### src/logic/fm_settings.svh
`ifndef FM_SETTINGS_SVH
`define FM_SETTINGS_SVH

// slot organisation of the core
`define FM_SLOTS 24
`define FM_CHANNELS 6
`define FM_OPS 4

// circulating word widths of op_params_t and ch_params_t
`define FM_OP_WIDTH 44
`define FM_CH_WIDTH 27

`endif

### src/logic/fm_pkg.sv
package fm_pkg;

	// kinds of host register writes
	typedef enum logic [3:0] {
		keyon,
		alg_fb,
		block_fhi,
		fnum_lo,
		pan_pms,
		dt_mul,
		tl,
		ks_ar,
		am_d1r,
		d2r,
		d1l_rr,
		ssg
	} reg_kind_e;

	typedef enum logic [1:0] {
		idle,
		update,
		drain,
		ack_wait
	} host_state_e;

	typedef struct packed {
		reg_kind_e  kind;
		logic [2:0] ch;
		logic [1:0] op;
		logic [7:0] data;
	} host_wr_t;

	// per-operator parameters, one word per slot
	typedef struct packed {
		logic [2:0] dt1;
		logic [3:0] mul;
		logic [6:0] tl;
		logic [1:0] ks;
		logic [4:0] ar;
		logic       amen;
		logic [4:0] d1r;
		logic [4:0] d2r;
		logic [3:0] d1l;
		logic [3:0] rr;
		logic       ssg_en;
		logic [2:0] ssg_eg;
	} op_params_t;

	// per-channel parameters
	typedef struct packed {
		logic [2:0]  block;
		logic [10:0] fnum;
		logic [2:0]  fb;
		logic [2:0]  alg;
		logic [1:0]  rl;
		logic [1:0]  ams;
		logic [2:0]  pms;
	} ch_params_t;

	typedef struct packed {
		logic s1;
		logic s2;
		logic s3;
		logic s4;
	} stage_t;

	typedef struct packed {
		logic use_prevprev1;
		logic use_internal_x;
		logic use_internal_y;
		logic use_prev2;
		logic use_prev1;
	} route_t;

endpackage

### src/logic/fm_shift_mem.sv
module fm_shift_mem #(
	parameter int width = 8,
	parameter int stages = 2
) (
	input  logic             clk,
	input  logic             rst,
	input  logic [width-1:0] din,
	output logic [width-1:0] dout
);

	logic [width-1:0] chain [stages];

	always_ff @(posedge clk) begin
		if (rst) begin
			for (int i = 0; i < stages; i++) begin
				chain[i] <= '0;
			end
		end else begin
			chain[0] <= din;
			for (int i = 1; i < stages; i++) begin
				chain[i] <= chain[i-1];
			end
		end
	end

	// oldest entry comes back around
	assign dout = chain[stages-1];

endmodule

### src/logic/fm_stage_sync.sv
module fm_stage_sync (
	input  logic           clk,
	input  logic           rst,
	input  logic [4:0]     next,
	output fm_pkg::stage_t stage
);

	fm_pkg::stage_t group;

	// slot groups in visiting order S1, S3, S2, S4
	always_comb begin
		group = '0;
		if (next < 5'd6) begin
			group.s1 = 1'b1;
		end else if (next < 5'd12) begin
			group.s3 = 1'b1;
		end else if (next < 5'd18) begin
			group.s2 = 1'b1;
		end else begin
			group.s4 = 1'b1;
		end
	end

	// registered so the marker lines up with cur
	always_ff @(posedge clk) begin
		if (rst) begin
			stage <= '0;
		end else begin
			stage <= group;
		end
	end

endmodule

### src/logic/fm_key_ctl.sv
`include "fm_settings.svh"

module fm_key_ctl (
	input  logic       clk,
	input  logic       rst,
	input  logic [4:0] next,
	input  logic       keyon_upd,
	input  logic [3:0] op_mask,
	input  logic [2:0] key_ch,
	input  logic       csm,
	input  logic       overflow_a,
	output logic       key_on,
	output logic       key_off
);

	logic [4:0] slot;
	logic [1:0] slot_op;
	logic [2:0] slot_ch;
	logic [4:0] csm_left;
	logic       csm_on;
	logic       kreg_new;
	logic       keff_new;
	// bit 1 is the written key, bit 0 the effective key
	logic [1:0] kmem_in;
	logic [1:0] kmem_out;

	always_ff @(posedge clk) begin
		if (rst) begin
			slot <= 5'd0;
		end else begin
			slot <= next;
		end
	end

	// split the slot into operator group and channel
	always_comb begin
		slot_op = 2'd0;
		slot_ch = 3'(slot);
		for (int i = 1; i < `FM_OPS; i++) begin
			if (slot >= 5'(i * `FM_CHANNELS)) begin
				slot_op = 2'(i);
				slot_ch = 3'(slot - 5'(i * `FM_CHANNELS));
			end
		end
	end

	// csm window lasts one full revolution
	always_ff @(posedge clk) begin
		if (rst) begin
			csm_left <= 5'd0;
		end else if (csm && overflow_a) begin
			csm_left <= 5'(`FM_SLOTS);
		end else if (csm_on) begin
			csm_left <= csm_left - 5'd1;
		end
	end

	assign csm_on = csm_left != 5'd0;

	// op_mask bit i belongs to op code i
	assign kreg_new = (keyon_upd && slot_ch == key_ch) ? op_mask[slot_op] : kmem_out[1];
	assign keff_new = kreg_new | (csm_on && slot_ch == 3'd2);
	assign kmem_in = {kreg_new, keff_new};

	fm_shift_mem #(
		.width (2),
		.stages(`FM_SLOTS)
	) u_kmem (
		.clk (clk),
		.rst (rst),
		.din (kmem_in),
		.dout(kmem_out)
	);

	// edges of the effective key, seen at stage II
	always_ff @(posedge clk) begin
		if (rst) begin
			key_on <= 1'b0;
			key_off <= 1'b0;
		end else begin
			key_on <= keff_new & ~kmem_out[0];
			key_off <= ~keff_new & kmem_out[0];
		end
	end

endmodule

### src/logic/fm_alg_route.sv
module fm_alg_route (
	input  logic [2:0]     alg,
	input  fm_pkg::stage_t stage,
	output fm_pkg::route_t route
);

	// prev1 and prev2 are the outputs one and two operators back,
	// prevprev1 reuses the modulator of the previous operator,
	// internal_x holds S1 and internal_y holds S3 for the last sum
	always_comb begin
		route = '0;
		if (stage.s3) begin
			route.use_prev1 = alg == 3'd0 || alg == 3'd3 || alg == 3'd4 ||
				alg == 3'd5 || alg == 3'd6;
		end
		if (stage.s2) begin
			route.use_prev1 = alg == 3'd0 || alg == 3'd1 || alg == 3'd2;
			route.use_prev2 = alg == 3'd1;
			route.use_prevprev1 = alg == 3'd5;
		end
		if (stage.s4) begin
			route.use_prev1 = alg == 3'd0 || alg == 3'd1 || alg == 3'd2 ||
				alg == 3'd3 || alg == 3'd4;
			route.use_internal_x = alg == 3'd2;
			route.use_internal_y = alg == 3'd3;
			route.use_prevprev1 = alg == 3'd5;
		end
	end

endmodule

### src/logic/fm_reg_file.sv
`include "fm_settings.svh"

module fm_reg_file (
	input  logic               clk,
	input  logic               rst,
	input  fm_pkg::host_wr_t   upd,
	input  logic               upd_valid,
	input  logic               csm,
	input  logic               overflow_a,
	output logic               busy,
	output logic               zero,
	output fm_pkg::stage_t     stage,
	output fm_pkg::route_t     route,
	output fm_pkg::op_params_t op_out,
	output fm_pkg::ch_params_t ch_out,
	output logic               key_on,
	output logic               key_off
);

	logic [4:0] cur;
	logic [4:0] next;
	logic [4:0] cnt;
	logic [4:0] prev_slot;
	logic [4:0] op_slot;
	logic       last;
	logic       ch_ok;
	logic       op_hit;
	logic       ch_hit;
	logic       keyon_upd;
	fm_pkg::op_params_t op_cur;
	fm_pkg::op_params_t op_new;
	fm_pkg::ch_params_t ch_cur;
	fm_pkg::ch_params_t ch_new;

	assign next = (cur == 5'(`FM_SLOTS - 1)) ? 5'd0 : cur + 5'd1;
	assign prev_slot = (cur == 5'd0) ? 5'(`FM_SLOTS - 1) : cur - 5'd1;

	// busy covers one revolution from the first valid cycle
	always_ff @(posedge clk) begin
		if (rst) begin
			cur <= 5'd0;
			cnt <= 5'd0;
			zero <= 1'b0;
			last <= 1'b0;
			busy <= 1'b0;
		end else begin
			cur <= next;
			zero <= next == 5'd0;
			last <= upd_valid;
			if (upd_valid && !last) begin
				cnt <= cur;
				busy <= 1'b1;
			end else if (cnt == cur) begin
				busy <= 1'b0;
			end
		end
	end

	// slot is op times six plus channel
	assign op_slot = 5'(upd.op) * 5'(`FM_CHANNELS) + 5'(upd.ch);
	assign ch_ok = upd.ch < 3'(`FM_CHANNELS);

	// operator word for slot k is at the memory output when cur is k+1
	assign op_hit = upd_valid && ch_ok && prev_slot == op_slot;
	assign ch_hit = upd_valid && ch_ok && cur == 5'(upd.ch);
	assign keyon_upd = upd_valid && upd.kind == fm_pkg::keyon;

	always_comb begin
		op_new = op_cur;
		if (op_hit) begin
			case (upd.kind)
				fm_pkg::dt_mul: begin
					op_new.dt1 = upd.data[6:4];
					op_new.mul = upd.data[3:0];
				end
				fm_pkg::tl: op_new.tl = upd.data[6:0];
				fm_pkg::ks_ar: begin
					op_new.ks = upd.data[7:6];
					op_new.ar = upd.data[4:0];
				end
				fm_pkg::am_d1r: begin
					op_new.amen = upd.data[7];
					op_new.d1r = upd.data[4:0];
				end
				fm_pkg::d2r: op_new.d2r = upd.data[4:0];
				fm_pkg::d1l_rr: begin
					op_new.d1l = upd.data[7:4];
					op_new.rr = upd.data[3:0];
				end
				fm_pkg::ssg: begin
					op_new.ssg_en = upd.data[3];
					op_new.ssg_eg = upd.data[2:0];
				end
				default: ;
			endcase
		end
	end

	always_comb begin
		ch_new = ch_cur;
		if (ch_hit) begin
			case (upd.kind)
				fm_pkg::alg_fb: begin
					ch_new.fb = upd.data[5:3];
					ch_new.alg = upd.data[2:0];
				end
				fm_pkg::block_fhi: begin
					ch_new.block = upd.data[5:3];
					ch_new.fnum[10:8] = upd.data[2:0];
				end
				fm_pkg::fnum_lo: ch_new.fnum[7:0] = upd.data;
				fm_pkg::pan_pms: begin
					ch_new.rl = upd.data[7:6];
					ch_new.ams = upd.data[5:4];
					ch_new.pms = upd.data[2:0];
				end
				default: ;
			endcase
		end
	end

	fm_shift_mem #(
		.width (`FM_OP_WIDTH),
		.stages(`FM_SLOTS)
	) u_op_mem (
		.clk (clk),
		.rst (rst),
		.din (op_new),
		.dout(op_cur)
	);

	// six stages, so each channel passes four times per revolution
	fm_shift_mem #(
		.width (`FM_CH_WIDTH),
		.stages(`FM_CHANNELS)
	) u_ch_mem (
		.clk (clk),
		.rst (rst),
		.din (ch_new),
		.dout(ch_cur)
	);

	assign op_out = op_cur;
	assign ch_out = ch_cur;

	fm_key_ctl u_key_ctl (
		.clk       (clk),
		.rst       (rst),
		.next      (next),
		.keyon_upd (keyon_upd),
		.op_mask   (upd.data[7:4]),
		.key_ch    (upd.data[2:0]),
		.csm       (csm),
		.overflow_a(overflow_a),
		.key_on    (key_on),
		.key_off   (key_off)
	);

	fm_stage_sync u_stage_sync (
		.clk  (clk),
		.rst  (rst),
		.next (next),
		.stage(stage)
	);

	fm_alg_route u_alg_route (
		.alg  (ch_cur.alg),
		.stage(stage),
		.route(route)
	);

endmodule

### src/logic/fm_host_port.sv
module fm_host_port (
	input  logic             clk,
	input  logic             rst,
	input  logic             req,
	input  fm_pkg::host_wr_t wr,
	input  logic             busy,
	output logic             ack,
	output fm_pkg::host_wr_t upd,
	output logic             upd_valid
);

	fm_pkg::host_state_e state;

	always_ff @(posedge clk) begin
		if (rst) begin
			state <= fm_pkg::idle;
		end else begin
			case (state)
				fm_pkg::idle: begin
					if (req) begin
						state <= fm_pkg::update;
					end
				end
				// wait for the register file to pick it up
				fm_pkg::update: begin
					if (busy) begin
						state <= fm_pkg::drain;
					end
				end
				// one full revolution
				fm_pkg::drain: begin
					if (!busy) begin
						state <= fm_pkg::ack_wait;
					end
				end
				fm_pkg::ack_wait: begin
					if (!req) begin
						state <= fm_pkg::idle;
					end
				end
				default: state <= fm_pkg::idle;
			endcase
		end
	end

	// host holds wr stable while req is high
	always_ff @(posedge clk) begin
		if (state == fm_pkg::idle && req) begin
			upd <= wr;
		end
	end

	assign upd_valid = state == fm_pkg::update || state == fm_pkg::drain;
	assign ack = state == fm_pkg::ack_wait;

endmodule

### src/logic/fm_regs_top.sv
module fm_regs_top (
	input  logic               clk,
	input  logic               rst,
	input  logic               req,
	input  fm_pkg::host_wr_t   wr,
	input  logic               csm,
	input  logic               overflow_a,
	output logic               ack,
	output logic               zero,
	output fm_pkg::stage_t     stage,
	output fm_pkg::route_t     route,
	output fm_pkg::op_params_t op_out,
	output fm_pkg::ch_params_t ch_out,
	output logic               key_on,
	output logic               key_off
);

	fm_pkg::host_wr_t upd;
	logic             upd_valid;
	logic             busy;

	fm_host_port u_host_port (
		.clk      (clk),
		.rst      (rst),
		.req      (req),
		.wr       (wr),
		.busy     (busy),
		.ack      (ack),
		.upd      (upd),
		.upd_valid(upd_valid)
	);

	fm_reg_file u_reg_file (
		.clk       (clk),
		.rst       (rst),
		.upd       (upd),
		.upd_valid (upd_valid),
		.csm       (csm),
		.overflow_a(overflow_a),
		.busy      (busy),
		.zero      (zero),
		.stage     (stage),
		.route     (route),
		.op_out    (op_out),
		.ch_out    (ch_out),
		.key_on    (key_on),
		.key_off   (key_off)
	);

endmodule

### config.mk
export PLATFORM = sky130hd
export DESIGN_NAME = fm_regs_top
export DESIGN_NICKNAME = d
export VERILOG_FILES = /design/src/logic/fm_pkg.sv /design/src/logic/fm_shift_mem.sv /design/src/logic/fm_stage_sync.sv /design/src/logic/fm_key_ctl.sv /design/src/logic/fm_alg_route.sv /design/src/logic/fm_reg_file.sv /design/src/logic/fm_host_port.sv /design/src/logic/fm_regs_top.sv
export VERILOG_INCLUDE_DIRS = /design/src /design/src/logic
export SDC_FILE = /design/constraint.sdc
export NUM_CORES = 1
export LEC_CHECK = 0
export BUFFER_PORTS_ARGS = -buffer_cell sky130_fd_sc_hd__buf_4
export CORE_MARGIN = 2
export CORE_UTILIZATION = 65
export DETAILED_ROUTE_END_ITERATION = 10
export HOLD_SLACK_MARGIN = 0.1
export MAX_ROUTING_LAYER = met4
export PLACE_DENSITY = 0.8
export RECOVER_POWER = 25
export SETUP_SLACK_MARGIN = 0.15
export SYNTH_ARGS = -nofsm -noshare
export SYNTH_HDL_FRONTEND = slang
export SYNTH_SLANG_ARGS = --single-unit
### constraint.sdc
create_clock -name clk -period 4.1 [get_ports clk]
set_input_delay 0.205 -clock clk [delete_from_list [all_inputs] [get_ports clk]]
set_output_delay 0.205 -clock clk [all_outputs]
set_load 0.01 [all_outputs]
Yosys cells after proc, flatten, opt, wreduce, memory -nomap -nowiden
Memories as Yosys holds them, arrays and structs flattened. Index checks and enable logic that the tools add are counted.

Output and inout port bits: 84. RAM bits: 1266. Memories kept: 3. Word-level logic and storage cells: 256. Register bits after elaboration: 43. Bits of input ports: 22.

Memories: u_reg_file.u_op_mem.chain (depth 24, width 44, read ports 24, clocked after Yosys merged registers in 0, wr ports 24, RTL line fm_shift_mem.sv:11) `logic [width-1:0] chain [stages];`; u_reg_file.u_ch_mem.chain (depth 6, width 27, read ports 6, clocked after Yosys merged registers in 0, wr ports 6, RTL line fm_shift_mem.sv:11); u_reg_file.u_key_ctl.u_kmem.chain (depth 24, width 2, read ports 24, clocked after Yosys merged registers in 0, wr ports 24, RTL line fm_shift_mem.sv:11).

Multipliers: 1. Add/sub/neg operators: 7. Reductions and logical operators: 31. Magnitude comparators: 8. Mux-type cells: 99. Eq/ne operators: 30. Bitwise gates (word level): 59.

Operator list (number): $mux 44 (25); $mux 27 (7); $mux 2 (31); $or 1x1->1 (55); $mux 7 (4); $mux 5 (5); $mux 6 (3); $eq 4x3->1 const B (4); $eq 4x4->1 const B (4); $mux 8 (2); $mux 1 (15); $mux 3 (4); $eq 5x5->1 (2); $logic_not 5->1 (2); $sub 5x1->5 const B (2); $eq 3x2->1 const B (3); $eq 3x3->1 const B (3); $logic_and 1x1->1 (9); $logic_or 1x1->1 (9); $eq 4x2->1 const B (2); $pmux 2 s4 (1); $ne 2x2->1 const B (3); $sub 3x3->3 const B (2); $add 5x1->5 const B (1); other kinds (32) (37).

Logic depth before layout (Yosys ltp)
Word-level depth: 10. Gate-level depth with buffers: 11. Gate-level depth less buffers: 10.

Modules after synthesis
From an unflattened synthesis, not the netlist that was laid out.

Cells, all modules: 3098. Area, all modules: 38802.2 sq um.

By module, submodules not included: fm_shift_mem at u_reg_file.u_op_mem (area an instance 28863.9 sq um, instances 1, cells each 2273, sequential area each 21140.3 sq um); fm_shift_mem at u_reg_file.u_ch_mem (area an instance 5047.3 sq um, instances 1, cells each 369, sequential area each 3243.1 sq um); fm_reg_file (area an instance 1889.3 sq um, instances 1, cells each 207, sequential area each 260.2 sq um); fm_shift_mem at u_reg_file.u_key_ctl.u_kmem (area an instance 1320.0 sq um, instances 1, cells each 103, sequential area each 960.9 sq um); fm_key_ctl (area an instance 753.2 sq um, instances 1, cells each 83, sequential area each 240.2 sq um); fm_host_port (area an instance 681.9 sq um, instances 1, cells each 34, sequential area each 550.5 sq um); fm_stage_sync (area an instance 146.4 sq um, instances 1, cells each 13, sequential area each 80.1 sq um); fm_alg_route (area an instance 100.1 sq um, instances 1, cells each 16, sequential area each 0.0 sq um).

Worst setup path after synthesis
Ideal clock, no wire load.

Path kind: register -> register. Start point: register u_host_port.upd[8] (netlist name). End point: memory u_reg_file.u_op_mem.chain[0][10] (netlist bit). Stages on the path, launching flop included: 12. Setup slack: 1.506 ns. Data arrival time: 2.462 ns. Buffers on the path: 1. Setup time: 0.132 ns. Data required time: 3.968 ns. Period minus slack after synthesis: 2.594 ns. Cells stage by stage: edfxtp_1 -> inv_1 -> ha_1 -> inv_1 -> ha_1 -> a21oi_1 -> or3_1 -> a211o_1 -> buf_6 -> a211o_1 -> o21ai_1 -> a21oi_1.

RTL lines (RTL line): to (decl) (fm_shift_mem.sv:11).

==> metrics.txt <==
critical path peak fanout=14; dpl ws=1116 ps; R2R depth=10; Rows=88; vias in the first global route=20160; RSZ-0062 raised after global routing=no; H-tree levels=3; clk_lat worst skew=about 670 ps; Flop pwr share=52.3%; Int Power=19530 uW; Die Wd=between 200 and 250 um; fin. max-slew vios=111; Post-Synthesis Cells=roughly 3100; metal3 WL=between 3 and 4 mm; Nets=3241; period utilization=76.60%; failing checks=max-capacitance violations, max-slew violations; EDFF count, synth=17; leakage power=0.01672 uW; drt drc=0; Final WS setup=around 960 ps; required time worst endpoint=4530 ps; Comb pwr share=under 10%; gr usage total=between 20% and 30%; number of port buffers=105; WL/cell=16.02 um; clk sinks=1309; DRT Pass-1 Iters=5; Psw=5380 uW; DR top layer=met4; TNS Setup=0 ps; initial antenna violation count=1; Primary FF master, synth=dfxtp_1; dpl cells=3826; post-synth net total=3189; GP Congestion=approximately 0.86; # setup viols final=0; post-route ant nets=0; wire length on met2=29.92 mm; final hold violations=0; post-DR vias/cell=4.877; FFs w/ async S/R, synth=0%; CTS Buf Count=about 120; maximum VDD drop=roughly 0.47 mV; WL final=65.09 mm; Sw Ratio=21.60%; Data arrival, critical path=3570 ps; fin crit period=3140 ps; largest net degree at the start of global routing=149; first-pass GRT wire length=104.4 mm; Worst-path clk slew=70 ps; mapped cell area=0.03766 mm2; post-synthesis sequential area ratio=between 70% and 80%; post_cts resized=0; slew at the pin closest to its max-slew limit=2588 ps; clock buffer depth=3; Ports=106; Netlist cell types=65; clock share of power=approximately 44%; CP Launch Type=register; Final Cell Area=0.04275 mm2; PD cells=between 500 and 600 mW/mm2; clk_skew=14.50 ps; Peak Freq=0.3184 GHz; hold path depth=2; Die Y=between 200 and 250 um; CTS tree=done; Yosys warning count=0; vias=approximately 20000; Crit. End Element=register; Finished Layout Cells=4063; CTS Root Cell=clkbuf_16; Initial Utilization=65.53%; flops & latches, synth=1309; Final HPWL DP=37.43 mm; share of layout cells above drive strength 1=9.311%; total gr overflow=0; area grow syn2layout=13.51%; max_cap viols=1; wl on met1=29.97 mm; die area=0.05989 mm2; Mean Syn Cell Area=11.96 um2; core area=around 0.057 mm2; critical path class=reg2reg; Placed Area=0.03869 mm2; Hold/Removal Path Class=in2reg; tightest hold margin=281.0 ps; worst relative slew slack=-72.52%; DRT iter0 DRCs=1194; status=finished with violations
-- cell usage after synthesis (2+ instances only) --
cell type,n,area [um2]
nor2b_1,1199,7501
o211ai_2,2,25.02
xor2_1,7,61.31
nor4_1,2,12.51
nand2_1,17,63.81
nor2_1,50,187.7
a211o_1,8,70.07
and3_1,6,37.54
o21ai_1,41,205.2
buf_1,3,11.26
ha_1,18,225.2
clkbuf_1,156,585.6
mux2i_1,36,360.4
and4_1,3,26.28
xnor2_1,10,87.58
o211ai_1,3,22.52
o21a_1,3,22.52
nand3_1,48,240.2
nor2_2,3,18.77
and2_1,4,25.02
nor3b_1,3,22.52
o211a_1,2,20.02
buf_2,3,15.01
edfxtp_1,17,510.5
a21oi_1,62,310.3
nor3_1,15,75.07
nand2b_1,9,56.30
a211oi_2,6,75.07
dfxtp_1,1292,25860
buf_6,7,78.83
buf_4,46,345.3
o21ai_0,16,80.08
or3_1,5,31.28
a211oi_1,3,22.52
a31oi_1,2,12.51
inv_1,12,45.04
-- per-layer routing --
| metal | up-vias | track usage [%] |
|---|---|---|
| met2 | 381 | 35.10 |
| met1 | 9448 | 28.86 |
| li1 | 9841 | - |
| met5 | - | - |
| met3 | 145 | 4.417 |
| met4 | 0 | 8.788 |
-- cells by family after synthesis --
family | after synthesis | synth area share (%)
and+or+nand+nor | 1374 | 22.33
adders and majority gates | 20 | 0.6777
DFF | 1309 | 70.03
buffers and inverters | 228 | 2.880
muxes | 37 | 0.9867
xor gates and xnor gates | 17 | 0.3953
AOI/OAI and AO/OA | 163 | 2.698
-- per-stage QoR --
| step | total power (uW) | util (%) |
|---|---|---|
| after floorplan | 13920 | - |
| after global placement | 14160 | 67.32 |
| after detailed placement | 14210 | 67.32 |
| after CTS | 25100 | 74.68 |
| after global routing | 25710 | 74.39 |
| final | 24910 | 74.39 |
-- layout make-up --
type                       count  area [um2]
sequential                  1309       26380
fill                        3621       14720
multi-input combinational   1611       10200
clock buffer                 176        3592
timing repair buffer         149        1145
tap                          765       957.2
clock inverter                39       429.2
inverter                      13       48.80
antenna                        1       2.502
-- power groups by stage --
| stage | Clock, uW | Combinational [uW] | Sequential (uW) |
|---|---|---|---|
| finish | 11000 | 933 | 13000 |
| global route | 11700 | 1020 | 13000 |
| CTS | 11100 | 936 | 13000 |
| detailed placement | 0 | 914 | 13300 |
| global placement | 0 | 865 | 13300 |
| floorplan | 0 | 732 | 13200 |
-- state kept, by name, summed over array words and instances (netlist names), 2 cells and up --
| name | flops |
|---|---|
| u_reg_file.u_op_mem.chain | 1056 |
| u_reg_file.u_ch_mem.chain | 162 |
| u_reg_file.u_key_ctl.u_kmem.chain | 48 |
| u_host_port.upd | 17 |
| u_reg_file.cnt | 5 |
| u_reg_file.cur | 5 |
| u_reg_file.u_key_ctl.csm_left | 5 |
| u_reg_file.u_stage_sync.stage | 4 |
| u_host_port.state | 2 |
-- worst paths after layout --
kind	to	slack (ps)	startpoint
max	u_reg_file.u_op_mem.chain[0][7]$_SDFF_PP0_	960	u_host_port.upd[8]$_DFFE_PP_
min	u_host_port.upd[5]$_DFFE_PP_	280	wr[5]
max reg2reg	u_reg_file.u_op_mem.chain[0][7]$_SDFF_PP0_	960	u_host_port.upd[8]$_DFFE_PP_
min reg2reg	u_reg_file.u_op_mem.chain[0][539]$_SDFF_PP0_	430	u_reg_file.u_op_mem.chain[0][495]$_SDFF_PP0_
-- worst max-delay path, stage by stage, from the launching register on --
cell and delay [ps]:
edfxtp_1 400, inv_1 70, ha_1 330, inv_1 50, ha_1 280, a21oi_1 80
or3_1 350, a211o_1 570, a211o_1 470, o21ai_1 210, a21oi_1 90
-- timing repair --
item | 4_1_cts | 5_1_grt
hold endpoints to repair | 109 | 0
hold buffers | 21 | 0
setup buffers | 0 | 0
-- cell usage in the layout, fill, tap and decap left out, drive strengths merged, types with 14 or more instances in the layout --
cell type,n
a21oi,63
buf,72
clkbuf,232
clkinv,29
dfxtp,1292
dlygate4sd3,21
edfxtp,17
ha,18
inv,14
mux2i,36
nand2,17
nand3,48
nor2,53
nor2b,1199
nor3,16
o21ai,57
Note: power is estimated with default switching activity, not from simulation.
